$ cat src/hw/tankGame_defines.svh
`ifndef TANKGAME_DEFINES_SVH
`define TANKGAME_DEFINES_SVH

////////////////////////////////////////////////////////////
// Display geometry
////////////////////////////////////////////////////////////

// Visible area in pixels
`define SCREEN_WIDTH 640
`define SCREEN_HEIGHT 480

// Every coordinate on the raster and for the tank
`define COORD_WIDTH 10

////////////////////////////////////////////////////////////
// Tank and tile map
////////////////////////////////////////////////////////////

// Tank box spans position to position plus this, both ends drawn
`define TANK_WIDTH 25

// Tiles are 32 pixels on a side
`define TILE_SHIFT 5
`define MAP_COLUMNS 20
`define MAP_ROWS 15

// Position loaded on reset
`define TANK_START_X 5
`define TANK_START_Y 5

////////////////////////////////////////////////////////////
// Colours as 12-bit words, red in the top nibble
////////////////////////////////////////////////////////////

`define COLOUR_EMPTY 12'hFEE
`define COLOUR_SOLID 12'h931
`define COLOUR_PATH 12'hFF0
`define COLOUR_HAZARD 12'hF44
`define COLOUR_UNKNOWN 12'h888
`define COLOUR_TANK 12'h262
`define COLOUR_OUTSIDE 12'h222

`endif

$ cat src/hw/tankGamePkg.sv
package tankGamePkg;

    `include "tankGame_defines.svh"

    // Screen point or tank position
    // Row runs horizontally, col runs vertically
    typedef struct packed {
        logic [`COORD_WIDTH-1:0] row;
        logic [`COORD_WIDTH-1:0] col;
    } pixelPosT;

    // Direction buttons, one bit each
    typedef struct packed {
        logic up;
        logic down;
        logic left;
        logic right;
    } joyStickT;

    // Output colour, 4 bits per channel
    typedef struct packed {
        logic [3:0] red;
        logic [3:0] green;
        logic [3:0] blue;
    } rgbT;

    // Tile codes, values 8 and up are unknown
    typedef enum logic [3:0] {
        TILE_EMPTY    = 4'h0,
        TILE_SOLID_A  = 4'h1,
        TILE_SOLID_B  = 4'h2,
        TILE_PATH     = 4'h3,
        TILE_HAZARD_A = 4'h4,
        TILE_HAZARD_B = 4'h5,
        TILE_HAZARD_C = 4'h6,
        TILE_HAZARD_D = 4'h7
    } tileCodeT;

    // One map row, column 0 in the top nibble
    typedef logic [0:`MAP_COLUMNS-1][3:0] mapRowT;

    ////////////////////////////////////////////////////////////
    // Fixed level layout
    ////////////////////////////////////////////////////////////

    // Brick rows 5 to 13, open border top, bottom and sides
    localparam mapRowT mapLayout [`MAP_ROWS] = '{
        80'h0000_0000_0000_0000_0000, 80'h0000_0000_0000_0000_0000,
        80'h0000_0000_0000_0000_0000, 80'h0000_0000_0000_0000_0000,
        80'h0000_0000_0000_0000_0000, 80'h0232_3223_2222_3223_2330,
        80'h0333_3333_3333_3333_3330, 80'h0222_2232_2222_2322_2220,
        80'h0333_3333_3333_3333_3330, 80'h0232_3223_2222_3223_2320,
        80'h0332_3333_2332_3333_2330, 80'h0222_2223_2332_3222_2220,
        80'h0332_3333_2332_3333_2330, 80'h0232_3223_2332_3223_2320,
        80'h0000_0000_0000_0000_0000
    };

endpackage

$ cat src/hw/pixelColourer.sv
`timescale 1ns/1ps

`include "tankGame_defines.svh"

module pixelColourer
    import tankGamePkg::*;
(
    input  logic     Master_Clock_In,
    input  logic     arstN,
    input  logic     dispEna,
    // Raster point being drawn this cycle
    input  pixelPosT pixel,
    // Tank top-left corner
    input  pixelPosT tankPos,
    // Tile under the raster point
    input  tileCodeT tileCode,
    // Registered colour, one cycle behind the inputs
    output rgbT      colour
);

    ////////////////////////////////////////////////////////////
    // Tank box
    ////////////////////////////////////////////////////////////

    localparam logic [`COORD_WIDTH-1:0] TANK_SPAN = `COORD_WIDTH'(`TANK_WIDTH);

    // Far edges, both inclusive
    logic [`COORD_WIDTH-1:0] tankRight;
    logic [`COORD_WIDTH-1:0] tankBottom;
    logic inTank;
    logic outsideArea;
    rgbT  nextColour;

    // Flat colour per tile class
    function automatic rgbT tileColour(input tileCodeT code);
        rgbT result;
        case (code)
            TILE_EMPTY:
                result = `COLOUR_EMPTY;
            TILE_SOLID_A, TILE_SOLID_B:
                result = `COLOUR_SOLID;
            TILE_PATH:
                result = `COLOUR_PATH;
            TILE_HAZARD_A, TILE_HAZARD_B, TILE_HAZARD_C, TILE_HAZARD_D:
                result = `COLOUR_HAZARD;
            default:
                result = `COLOUR_UNKNOWN;
        endcase
        return result;
    endfunction

    assign tankRight = tankPos.row + TANK_SPAN;
    assign tankBottom = tankPos.col + TANK_SPAN;

    assign inTank = (pixel.row >= tankPos.row) && (pixel.row <= tankRight)
        && (pixel.col >= tankPos.col) && (pixel.col <= tankBottom);

    // Row 640 and col 480 still count as inside
    assign outsideArea = (pixel.row > `COORD_WIDTH'(`SCREEN_WIDTH))
        || (pixel.col > `COORD_WIDTH'(`SCREEN_HEIGHT));

    ////////////////////////////////////////////////////////////
    // Colour select and output register
    ////////////////////////////////////////////////////////////

    // Blanking first, then border, then tank over the map
    always_comb
    begin
        if (!dispEna)
            nextColour = '0;
        else if (outsideArea)
            nextColour = `COLOUR_OUTSIDE;
        else if (inTank)
            nextColour = `COLOUR_TANK;
        else
            nextColour = tileColour(tileCode);
    end

    always_ff @(posedge Master_Clock_In or negedge arstN)
    begin
        if (!arstN)
            colour <= '0;
        else
            colour <= nextColour;
    end

    // Blanking reaches the pins one clock later
    blankIsBlack: assert property (@(posedge Master_Clock_In) disable iff (!arstN)
        !dispEna |=> (colour == '0));

endmodule

$ cat src/hw/tankGameTop.sv
`timescale 1ns/1ps

module tankGameTop
    import tankGamePkg::*;
(
    input  logic     Master_Clock_In,
    input  logic     arstN,
    // High while the raster is in the visible region
    input  logic     dispEna,
    // Point presented this cycle, one per clock
    input  pixelPosT pixel,
    input  joyStickT buttons,
    output rgbT      colour
);

    ////////////////////////////////////////////////////////////
    // Internal wiring
    ////////////////////////////////////////////////////////////

    // Tank corner, updated once per frame
    pixelPosT tankPos;

    // Tile under the raster point
    tileCodeT pixelTile;

    // Position register with its own corner lookups
    tankMotion motionUnit (
        .Master_Clock_In(Master_Clock_In),
        .arstN(arstN),
        .dispEna(dispEna),
        .pixel(pixel),
        .buttons(buttons),
        .tankPos(tankPos)
    );

    // Map lookup for the raster point
    tileMapRom pixelTileRom (
        .point(pixel),
        .tileCode(pixelTile)
    );

    // Colour picks up the old position on the frame-end edge
    pixelColourer colourUnit (
        .Master_Clock_In(Master_Clock_In),
        .arstN(arstN),
        .dispEna(dispEna),
        .pixel(pixel),
        .tankPos(tankPos),
        .tileCode(pixelTile),
        .colour(colour)
    );

endmodule

$ cat src/hw/tankMotion.sv
`timescale 1ns/1ps

`include "tankGame_defines.svh"

module tankMotion
    import tankGamePkg::*;
(
    input  logic     Master_Clock_In,
    input  logic     arstN,
    input  logic     dispEna,
    // Raster point, used only to spot the frame end
    input  pixelPosT pixel,
    input  joyStickT buttons,
    // Top-left corner of the tank box
    output pixelPosT tankPos
);

    ////////////////////////////////////////////////////////////
    // Limits
    ////////////////////////////////////////////////////////////

    // Far edge of the tank box relative to its position
    localparam logic [`COORD_WIDTH-1:0] TANK_SPAN = `COORD_WIDTH'(`TANK_WIDTH);

    // One pixel of movement per frame
    localparam logic [`COORD_WIDTH-1:0] ONE_STEP = `COORD_WIDTH'(1);

    // Highest legal position on each axis, 615 and 455
    localparam logic [`COORD_WIDTH-1:0] MAX_ROW = `COORD_WIDTH'(`SCREEN_WIDTH - `TANK_WIDTH);
    localparam logic [`COORD_WIDTH-1:0] MAX_COL = `COORD_WIDTH'(`SCREEN_HEIGHT - `TANK_WIDTH);

    // Re-entry point after leaving through the near edge
    localparam logic [`COORD_WIDTH-1:0] WRAP_ROW = MAX_ROW - ONE_STEP;
    localparam logic [`COORD_WIDTH-1:0] WRAP_COL = MAX_COL - ONE_STEP;

    logic frameEnd;

    // Position after the edge wrap
    logic [`COORD_WIDTH-1:0] wrapRow;
    logic [`COORD_WIDTH-1:0] wrapCol;
    logic [`COORD_WIDTH-1:0] farRow;
    logic [`COORD_WIDTH-1:0] farCol;
    pixelPosT nextPos;

    // Tank corners and the tiles under them
    pixelPosT topLeft;
    pixelPosT topRight;
    pixelPosT bottomLeft;
    pixelPosT bottomRight;
    tileCodeT topLeftCode;
    tileCodeT topRightCode;
    tileCodeT bottomLeftCode;
    tileCodeT bottomRightCode;
    logic topLeftSolid;
    logic topRightSolid;
    logic bottomLeftSolid;
    logic bottomRightSolid;

    // Bricks are the only tiles that block the tank
    function automatic logic isSolid(input tileCodeT code);
        return (code == TILE_SOLID_A) || (code == TILE_SOLID_B);
    endfunction

    // One update per frame, on the pixel just past the bottom-right corner
    assign frameEnd = dispEna && (pixel.row == `COORD_WIDTH'(`SCREEN_WIDTH))
        && (pixel.col == `COORD_WIDTH'(`SCREEN_HEIGHT));

    ////////////////////////////////////////////////////////////
    // Rule 1, edge wrap
    ////////////////////////////////////////////////////////////

    assign wrapRow = (tankPos.row == '0) ? WRAP_ROW :
                     (tankPos.row == MAX_ROW) ? `COORD_WIDTH'(1) : tankPos.row;
    assign wrapCol = (tankPos.col == '0) ? WRAP_COL :
                     (tankPos.col == MAX_COL) ? `COORD_WIDTH'(1) : tankPos.col;

    // Corners are sampled at the wrapped position
    assign farRow = wrapRow + TANK_SPAN;
    assign farCol = wrapCol + TANK_SPAN;
    assign topLeft = '{row: wrapRow, col: wrapCol};
    assign topRight = '{row: farRow, col: wrapCol};
    assign bottomLeft = '{row: wrapRow, col: farCol};
    assign bottomRight = '{row: farRow, col: farCol};

    tileMapRom topLeftRom (.point(topLeft), .tileCode(topLeftCode));
    tileMapRom topRightRom (.point(topRight), .tileCode(topRightCode));
    tileMapRom bottomLeftRom (.point(bottomLeft), .tileCode(bottomLeftCode));
    tileMapRom bottomRightRom (.point(bottomRight), .tileCode(bottomRightCode));

    assign topLeftSolid = isSolid(topLeftCode);
    assign topRightSolid = isSolid(topRightCode);
    assign bottomLeftSolid = isSolid(bottomLeftCode);
    assign bottomRightSolid = isSolid(bottomRightCode);

    ////////////////////////////////////////////////////////////
    // Rule 2, push-back out of bricks or button move
    ////////////////////////////////////////////////////////////

    always_comb
    begin
        nextPos = '{row: wrapRow, col: wrapCol};
        // Whole edge in a brick, step straight away from it
        if (bottomLeftSolid && bottomRightSolid)
            nextPos.col = wrapCol - ONE_STEP;
        else if (topLeftSolid && bottomLeftSolid)
            nextPos.row = wrapRow + ONE_STEP;
        else if (topLeftSolid && topRightSolid)
            nextPos.col = wrapCol + ONE_STEP;
        else if (topRightSolid && bottomRightSolid)
            nextPos.row = wrapRow - ONE_STEP;
        // Single corner in a brick, step diagonally away
        else if (topLeftSolid)
            nextPos = '{row: wrapRow + ONE_STEP, col: wrapCol + ONE_STEP};
        else if (topRightSolid)
            nextPos = '{row: wrapRow - ONE_STEP, col: wrapCol + ONE_STEP};
        else if (bottomLeftSolid)
            nextPos = '{row: wrapRow + ONE_STEP, col: wrapCol - ONE_STEP};
        else if (bottomRightSolid)
            nextPos = '{row: wrapRow - ONE_STEP, col: wrapCol - ONE_STEP};
        // Free to move, up wins over right, down and left
        else if (buttons.up)
            nextPos.col = wrapCol - ONE_STEP;
        else if (buttons.right)
            nextPos.row = wrapRow + ONE_STEP;
        else if (buttons.down)
            nextPos.col = wrapCol + ONE_STEP;
        else if (buttons.left)
            nextPos.row = wrapRow - ONE_STEP;
    end

    always_ff @(posedge Master_Clock_In or negedge arstN)
    begin
        if (!arstN)
            tankPos <= '{row: `COORD_WIDTH'(`TANK_START_X), col: `COORD_WIDTH'(`TANK_START_Y)};
        else if (frameEnd)
            tankPos <= nextPos;
    end

    // Wrap plus one step keeps the box on screen
    positionInRange: assert property (@(posedge Master_Clock_In) disable iff (!arstN)
        (tankPos.row <= MAX_ROW) && (tankPos.col <= MAX_COL));

    // The tank is still between frame-end events
    stillMidFrame: assert property (@(posedge Master_Clock_In) disable iff (!arstN)
        !frameEnd |=> $stable(tankPos));

endmodule

$ cat src/hw/tileMapRom.sv
`timescale 1ns/1ps

`include "tankGame_defines.svh"

module tileMapRom
    import tankGamePkg::*;
(
    // Screen point to look up
    input  pixelPosT point,
    // Code of the tile under that point
    output tileCodeT tileCode
);

    ////////////////////////////////////////////////////////////
    // Tile index arithmetic
    ////////////////////////////////////////////////////////////

    // Bits left after dropping the pixel offset inside a tile
    localparam int INDEX_WIDTH = `COORD_WIDTH - `TILE_SHIFT;

    // Width of an index into the row table
    localparam int ROW_INDEX_WIDTH = $clog2(`MAP_ROWS);

    // Map extent in index width
    localparam logic [INDEX_WIDTH-1:0] COLUMN_COUNT = INDEX_WIDTH'(`MAP_COLUMNS);
    localparam logic [INDEX_WIDTH-1:0] ROW_COUNT = INDEX_WIDTH'(`MAP_ROWS);

    // Coarse tile coordinates before folding into the map
    logic [INDEX_WIDTH-1:0] coarseColumn;
    logic [INDEX_WIDTH-1:0] coarseRow;

    // Folded indices into mapLayout
    logic [INDEX_WIDTH-1:0] tileColumn;
    logic [ROW_INDEX_WIDTH-1:0] tileRow;

    // Raw nibble from the layout table
    logic [3:0] rawCode;

    // Horizontal coordinate picks the map column
    assign coarseColumn = point.row[`COORD_WIDTH-1:`TILE_SHIFT];

    // Vertical coordinate picks the map row
    assign coarseRow = point.col[`COORD_WIDTH-1:`TILE_SHIFT];

    // Points past the map edge fold back into it
    // Columns 20 to 31 map onto 0 to 11, rows 15 to 29 onto 0 to 14, rows 30 and 31 onto 0 and 1
    assign tileColumn = coarseColumn % COLUMN_COUNT;
    assign tileRow = ROW_INDEX_WIDTH'(coarseRow % ROW_COUNT);

    ////////////////////////////////////////////////////////////
    // Layout lookup
    ////////////////////////////////////////////////////////////

    // Pure table read, no clock involved
    assign rawCode = mapLayout[tileRow][tileColumn];

    // Nibbles outside the named codes pass through unchanged
    assign tileCode = tileCodeT'(rawCode);

endmodule

$ cat config.mk
export PLATFORM = sky130hd
export DESIGN_NAME = tankGameTop
export DESIGN_NICKNAME = d
export VERILOG_FILES = /design/src/hw/tankGamePkg.sv /design/src/hw/pixelColourer.sv /design/src/hw/tankGameTop.sv /design/src/hw/tankMotion.sv /design/src/hw/tileMapRom.sv
export VERILOG_INCLUDE_DIRS = /design/src /design/src/hw
export SDC_FILE = /design/constraint.sdc
export NUM_CORES = 1
export LEC_CHECK = 0
export ABC_AREA = 1
export BUFFER_PORTS_ARGS = -buffer_cell sky130_fd_sc_hd__buf_2
export CORE_AREA = 2 2 129 131
export DETAILED_ROUTE_END_ITERATION = 10
export DIE_AREA = 0 0 131 133
export HOLD_SLACK_MARGIN = 0.15
export MAX_ROUTING_LAYER = met4
export PLACE_DENSITY = 0.77
export SLEW_MARGIN = 20
export SYNTH_ARGS = -nofsm -noshare
export SYNTH_HDL_FRONTEND = slang
export SYNTH_HIERARCHICAL = 1
export SYNTH_SLANG_ARGS = --single-unit
$ cat constraint.sdc
create_clock -name Master_Clock_In -period 5.6 [get_ports Master_Clock_In]
set_input_delay 1.12 -clock Master_Clock_In [delete_from_list [all_inputs] [get_ports Master_Clock_In]]
set_output_delay 1.12 -clock Master_Clock_In [all_outputs]
set_load 0.01 [all_outputs]
======== Yosys cells after proc, flatten, opt, wreduce, memory -nomap -nowiden ========
Memories as Yosys holds them, arrays and structs flattened.
Cells that the tools add are included.
storage, ports and cells
  word-level logic and storage cells ...... 117
  ROM bits ................................ 3920
  RAM bits ................................ 0
  memories ................................ 4
  bits of input ports ..................... 27
  bits in latches ......................... 0
  output and inout port bits .............. 12
  flip-flop bits (word level) ............. 32
memories
  name             words  bits a word  rd ports  clocked after memory_dff  write ports  RTL line             RTL
  (no name shown)  16     80           1         0                         0            tileMapRom.sv:55     assign rawCode = mapLayout[tileRow][tileColumn];
  (no name shown)  16     80           1         0                         0            tileMapRom.sv:55
  (no name shown)  16     80           1         0                         0            tileMapRom.sv:55
  (no name shown)  8      10           1         0                         0            pixelColourer.sv:37  case (code)
operators by class
  add/sub/neg operators ................... 8
  muxes and demuxes ....................... 48
  bitwise logic cells ..................... 6
  $mul .................................... 0
  div/mod/pow operators ................... 6
  reduce and logical (&&, ||, !) cells .... 16
  shift operators ......................... 0
  magnitude comparators ................... 12
  equality and inequality tests ........... 12
operator list
  cell                                                                              count
  80-bit two-way mux                                                                6
  10-bit two-way mux                                                                19
  4-bit binary-select mux with 5-bit select                                         5
  20-bit two-way mux                                                                4
  12-bit two-way mux                                                                4
  10-bit by 5-bit adder with 10-bit output, second input constant                   4
  4-bit two-way mux                                                                 10
  10-bit by 1-bit adder with 10-bit output, second input constant                   2
  10-bit equality test, second input constant                                       2
  10-bit by 9-bit equality test with 1-bit output, second input constant            2
  10-bit >= comparator                                                              2
  10-bit less-or-equal comparator                                                   2
  10-bit zero test                                                                  2
  10-bit by 1-bit subtractor with 10-bit output, second input constant              2
  6-bit >= comparator, second input constant                                        3
  5-bit NOT with 6-bit output                                                       3
  4-bit by 1-bit equality test with 1-bit output, second input constant             4
  4-bit by 2-bit equality test with 1-bit output, second input constant             4
  5-bit >= comparator, second input constant                                        3
  5-bit by 4-bit modulo with 5-bit output, second input constant                    3
  5-bit by 5-bit modulo with 5-bit output, second input constant                    3
  4-bit NOT with 5-bit output                                                       3
  10-bit greater-than comparator, second input constant                             1
  10-bit by 9-bit greater-than comparator with 1-bit output, second input constant  1
  other kinds (2)                                                                   14

======== Depth between registers and ports, before layout ========
  word-level depth ........................ 22
  depth in mapped cells ................... 56
  mapped depth without buffers ............ 56

======== By module ========
The synthesis kept the hierarchy.
by module, submodules not included
  module                                     seq. area each (sq um)  cells each  area an instance (sq um)  instances
  tankMotion                                 505.5                   592         3415.8                    1
  tileMapRom (motionUnit.bottomLeftRom ...)  0.0                     143         772.0                     3
  pixelColourer                              300.3                   290         1913.1                    1
  tileMapRom (motionUnit.topRightRom ...)    0.0                     123         690.7                     2

======== Least setup slack after synthesis ========
OpenSTA, ideal clock, no wires.
  path kind ............................... flip-flop to flip-flop
  from .................................... reg, netlist name motionUnit/tankPos[1]
  to ...................................... reg, netlist name motionUnit/tankPos[11]
  slack ................................... -0.070 ns
  path buffers ............................ 1
  setup time .............................. 0.124 ns
  data required time ...................... 5.476 ns
  cell stages (with the launch flop) ...... 46
  arrival ................................. 5.546 ns
  clock period less this slack ............ 5.670 ns
  cell sequence ........................... dfrtp_1 -> nor2_2 -> nand3_2 -> nor3_4 -> inv_2 -> o21ai_2 -> nand2_1 -> nor2_4 -> inv_1 -> a21oi_1 -> xor2_1 -> nand2_1 -> o21ai_0 -> inv_1 -> ha_1 -> inv_1 -> nor2_1 -> nand2_4 -> [... 10 more ...] -> nand2_1 -> nand2_1 -> nand2_1 -> inv_1 -> nor2_1 -> nand3_1 -> clkbuf_1 -> inv_1 -> o21ai_0 -> o21ai_0 -> nor2_1 -> o21ai_0 -> o211ai_1 -> nand2_1 -> o211ai_1 -> o211ai_1 -> o211ai_1 -> nand2_1
on the way
  cells in the longest elaborated chain, start to end .. 22
  elaborated cells on any way between the ends .. 51
  those cells by class .................... add/sub: 1; div: 2; eq/ne: 9; mux: 26; bitwise: 2; reduce/logical: 9; memory: 2
ends and longest elaborated chain
  what                                                 RTL line           RTL
  10-bit by 9-bit equality test with 1-bit output      tankMotion.sv:75   (tankPos.col == MAX_COL) ? `COORD_WIDTH'(1) : tankPos.col;
  10-bit two-way mux                                   tankMotion.sv:75
  10-bit two-way mux *                                 tankMotion.sv:74   assign wrapCol = (tankPos.col == '0) ? WRAP_COL :
  via motionUnit.wrapCol[1]                            tankMotion.sv:40   logic [`COORD_WIDTH-1:0] wrapCol;
  10-bit by 5-bit adder with 10-bit output *           tankMotion.sv:79   assign farCol = wrapCol + TANK_SPAN;
  via motionUnit.farCol[7]                             tankMotion.sv:42   logic [`COORD_WIDTH-1:0] farCol;
  5-bit by 4-bit modulo with 5-bit output *            tileMapRom.sv:48   assign tileRow = ROW_INDEX_WIDTH'(coarseRow % ROW_COUNT);
  4-bit NOT with 5-bit output (not written as such) *  tileMapRom.sv:55
  [... 6 more ...]                                     n/a
  via motionUnit.bottomRightCode[0]                    tankMotion.sv:53   tileCodeT bottomRightCode;
  [... 2 more ...]                                     n/a
  20-bit two-way mux                                   tankMotion.sv:118  else if (bottomRightSolid)
  20-bit two-way mux                                   tankMotion.sv:116  else if (bottomLeftSolid)
  20-bit two-way mux                                   tankMotion.sv:114  else if (topRightSolid)
  20-bit two-way mux                                   tankMotion.sv:112  else if (topLeftSolid)
  10-bit two-way mux                                   tankMotion.sv:109  else if (topRightSolid && bottomRightSolid)
  10-bit two-way mux                                   tankMotion.sv:107  else if (topLeftSolid && topRightSolid)
  10-bit two-way mux                                   tankMotion.sv:105  else if (topLeftSolid && bottomLeftSolid)
  10-bit two-way mux *                                 tankMotion.sv:103  if (bottomLeftSolid && bottomRightSolid)
The timed path passes the listed nets; every way through them passes the cells marked *. The select of a mux whose other input is x is not followed.
A chain may end at the register's enable or synchronous reset.

======== Final worst setup path ========
  from .................................... reg, netlist name motionUnit/tankPos[6]
  to ...................................... reg, netlist name motionUnit/tankPos[2]
on the way
  elaborated cells on any way between the ends .. 56
  those cells by class .................... add/sub: 3; div: 2; eq/ne: 9; mux: 29; bitwise: 2; reduce/logical: 9; memory: 2
RTL lines
  what                                                 RTL line           RTL
  10-bit by 9-bit equality test with 1-bit output      tankMotion.sv:75
  10-bit two-way mux                                   tankMotion.sv:75
  10-bit two-way mux *                                 tankMotion.sv:74
  via motionUnit.wrapCol[1]                            tankMotion.sv:40
  10-bit by 5-bit adder with 10-bit output *           tankMotion.sv:79
  via motionUnit.farCol[8]                             tankMotion.sv:42
  5-bit by 4-bit modulo with 5-bit output *            tileMapRom.sv:48
  4-bit NOT with 5-bit output (not written as such) *  tileMapRom.sv:55
  [... 6 more ...]                                     n/a
  via motionUnit.bottomLeftCode[0]                     tankMotion.sv:52   tileCodeT bottomLeftCode;
  [... 1 more ...]                                     n/a
  1-bit logical OR *                                   tankMotion.sv:61   return (code == TILE_SOLID_A) || (code == TILE_SOLID_B);
  20-bit two-way mux                                   tankMotion.sv:116
  20-bit two-way mux                                   tankMotion.sv:114
  20-bit two-way mux                                   tankMotion.sv:112
  10-bit two-way mux                                   tankMotion.sv:109
  10-bit two-way mux                                   tankMotion.sv:107
  10-bit two-way mux                                   tankMotion.sv:105
  10-bit two-way mux *                                 tankMotion.sv:103
Marked as above.

==> impl_metrics.ini <==
[run_status]
status = complete, no violations

[timing]
grt_setup_unrepaired = true
worst_pin_slew_ns = 0.813
relSlewSlack_pct = 45.8
period_share_pct = 98.7
final-hold-violation-count = 0
setup_viol = 0
period_minus_slack_ns = 5.53
tns_ns = 0
max_freq_mhz = 181
slew_violations = 0
fin_skew_ns = 0.00716

[power_and_ir_drop]
power_leakage_nw = 5.99
power.switching_mw = 0.258
p_int_mw = 0.529
ir_drop_uv = 134
powerDensity_nw_per_um2 = 70.2
p_clk_share_pct = 40.5
comb_power_share_pct = 29.5
pwr-share-seq_pct = 30.1
netSwitchingFraction_pct = 32.8
finalPower_mw = 0.786

[die]
rows = 47
ioPinCount = 39
chipHeight_um = 133
start_util_pct = 55.6
coreArea_um2 = 16200
die-area_um2 = 17400
fp.dieW_um = 131

[finish]
syn_to_final_growth_pct = 24.6
final_common_cell = nand2_1
finalInstanceArea_um2 = 11200
layout-drive-gt1-share_pct = 27.2
fin_cells = 1928
layout_common_cells = nand2_1 (408), inv_1 (217), buf_4 (129), nand3_1 (124), nor2_1 (109)
nets = 1820
n_fill_cell = 1376
diodes = 0

[detailed_routing]
wl_per_cell_um = 13.7
wl_um = 26500
drt_iter0_drc = 679
post_drt_via_cell_ratio = 5.36
vias = 10341
wl_met1_um = 11600
ant_nets = 0
wl_met2_um = 12900
top_layer = met4
route.met3.wl_um = 1310
drc = 0
first_pass_iters = 5

[placement]
place_area_um2 = 10100
dp.cells = 1886
dp_hpwl_um = 19800
io_buffers = 38
finalWeightedCongestion = 0.987

[setup_path]
r2r_end = motionUnit/tankPos[2]
crit_type = register to register
crit_fanout = 6
reg2reg_setup_slack_ns = 0.07
r2r-start = motionUnit/tankPos[6]
cp_data_required_time_ns = 5.81
slowest_delay_ns = 0.43
r2r_cells = 49
cpMaxStageDelayCell = dfrtp_1
startpoint_type = register
end_kind = register
worst_ep_arrival_time_ns = 5.74

[cts]
clock_sink_count = 32
clk_latency_ns = 0.28
clk_pin_slew_worst_paths_ns = 0.06
cts_root_buf = clkbuf_16
hold_buffers = 0
cts_tree = built
cts-buffers-inserted = 5
clock_path_buffers = 2
htreeDepth = 2

[grt]
grt_pass1_wl_um = 41000
first_global_vias = 9081
antenna_found_initial = 0
grt_overflow = 0
grt_max_degree = 33
grt_use_total_pct = 28.9

[worst_hold_path]
hold_class = register to register
hold_end = motionUnit/tankPos[15]
hold_start = motionUnit/tankPos[15]
worstHoldPathCells = 2

[synthesis]
yosysWarnings = 6
syn_area_um2 = 8990
netlist_instances = 1549
postSynthAreaPerCell_um2 = 5.80

[run]
maxCapViolations = 0
==> layer usage <==
layer | vias to the layer above | global-route usage (%)
li1 | 5260 | -
met1 | 4730 | 38.1
met2 | 294 | 47.6
met3 | 57 | 2.59
met4 | 0 | 6.91
met5 | - | -
==> power by group through the flow <==
stage	registers, mW	clock network (mW)	logic (mW)
finish	0.237	0.318	0.232
global route	0.237	0.333	0.259
CTS	0.236	0.321	0.217
detailed placement	0.241	0	0.215
global placement	0.240	0	0.210
floorplan	0.243	0	0.146
==> area by class of cell <==
class	count	area (um2)	area share [%]
timing repair buffer	180	1320	11.8
tap	220	275	2.46
inverter	264	1040	9.26
multi-input combinational	1224	7600	67.8
clock buffer	5	125	1.12
sequential	32	806	7.19
clock inverter	3	42.5	0.380
==> critical path, delay by kind of cell (launching register included) <==
family | cells | cell delay, ns
and+or+nand+nor | 27 | 2.67
adders and majority gates | 3 | 0.53
AOI/OAI and AO/OA | 8 | 0.76
DFF | 1 | 0.43
xor gates and xnor gates | 2 | 0.40
buffers and inverters | 9 | 0.64
==> how the worst max path moves through the flow <==
stage / to / slack, ns / cells after the start / startpoint
after floorplan: motionUnit/tankPos[19] / 0.05 / 47 / motionUnit/tankPos[1]
after global placement: motionUnit/tankPos[14] / -0.1 / 43 / motionUnit/tankPos[8]
after detailed placement: motionUnit/tankPos[14] / -0.24 / 43 / motionUnit/tankPos[1]
after CTS: motionUnit/tankPos[5] / 0.002 / 55 / motionUnit/tankPos[1]
after global routing: motionUnit/tankPos[2] / -0.35 / 49 / motionUnit/tankPos[6]
final: motionUnit/tankPos[2] / 0.07 / 49 / motionUnit/tankPos[6]
==> metrics by stage <==
stage / worst slack [ns] / util, % / hold WS (ns)
finish: 0.0738 / 69.3 / 0.581
global route: -0.355 / 69.3 / 0.597
CTS: 0.00155 / 63.6 / 0.569
detailed placement: -0.239 / 62.4 / 0.557
global placement: -0.0999 / 62.4 / 0.536
floorplan: 0.0548 / - / 0.532
==> flip-flops by register name, indices dropped and copies added, names as in the netlist <==
register	flops
motionUnit/tankPos	20
colourUnit/colour	12
==> repair_timing <==
action | in CTS | in global routing
gates resized for setup | 9 | 195
endpoints found under the setup margin | 16 | 20
buffers inserted | 0 | 36
pin swaps | 2 | 80
gates cloned | 0 | 1
(Power assumes the default switching activity.)
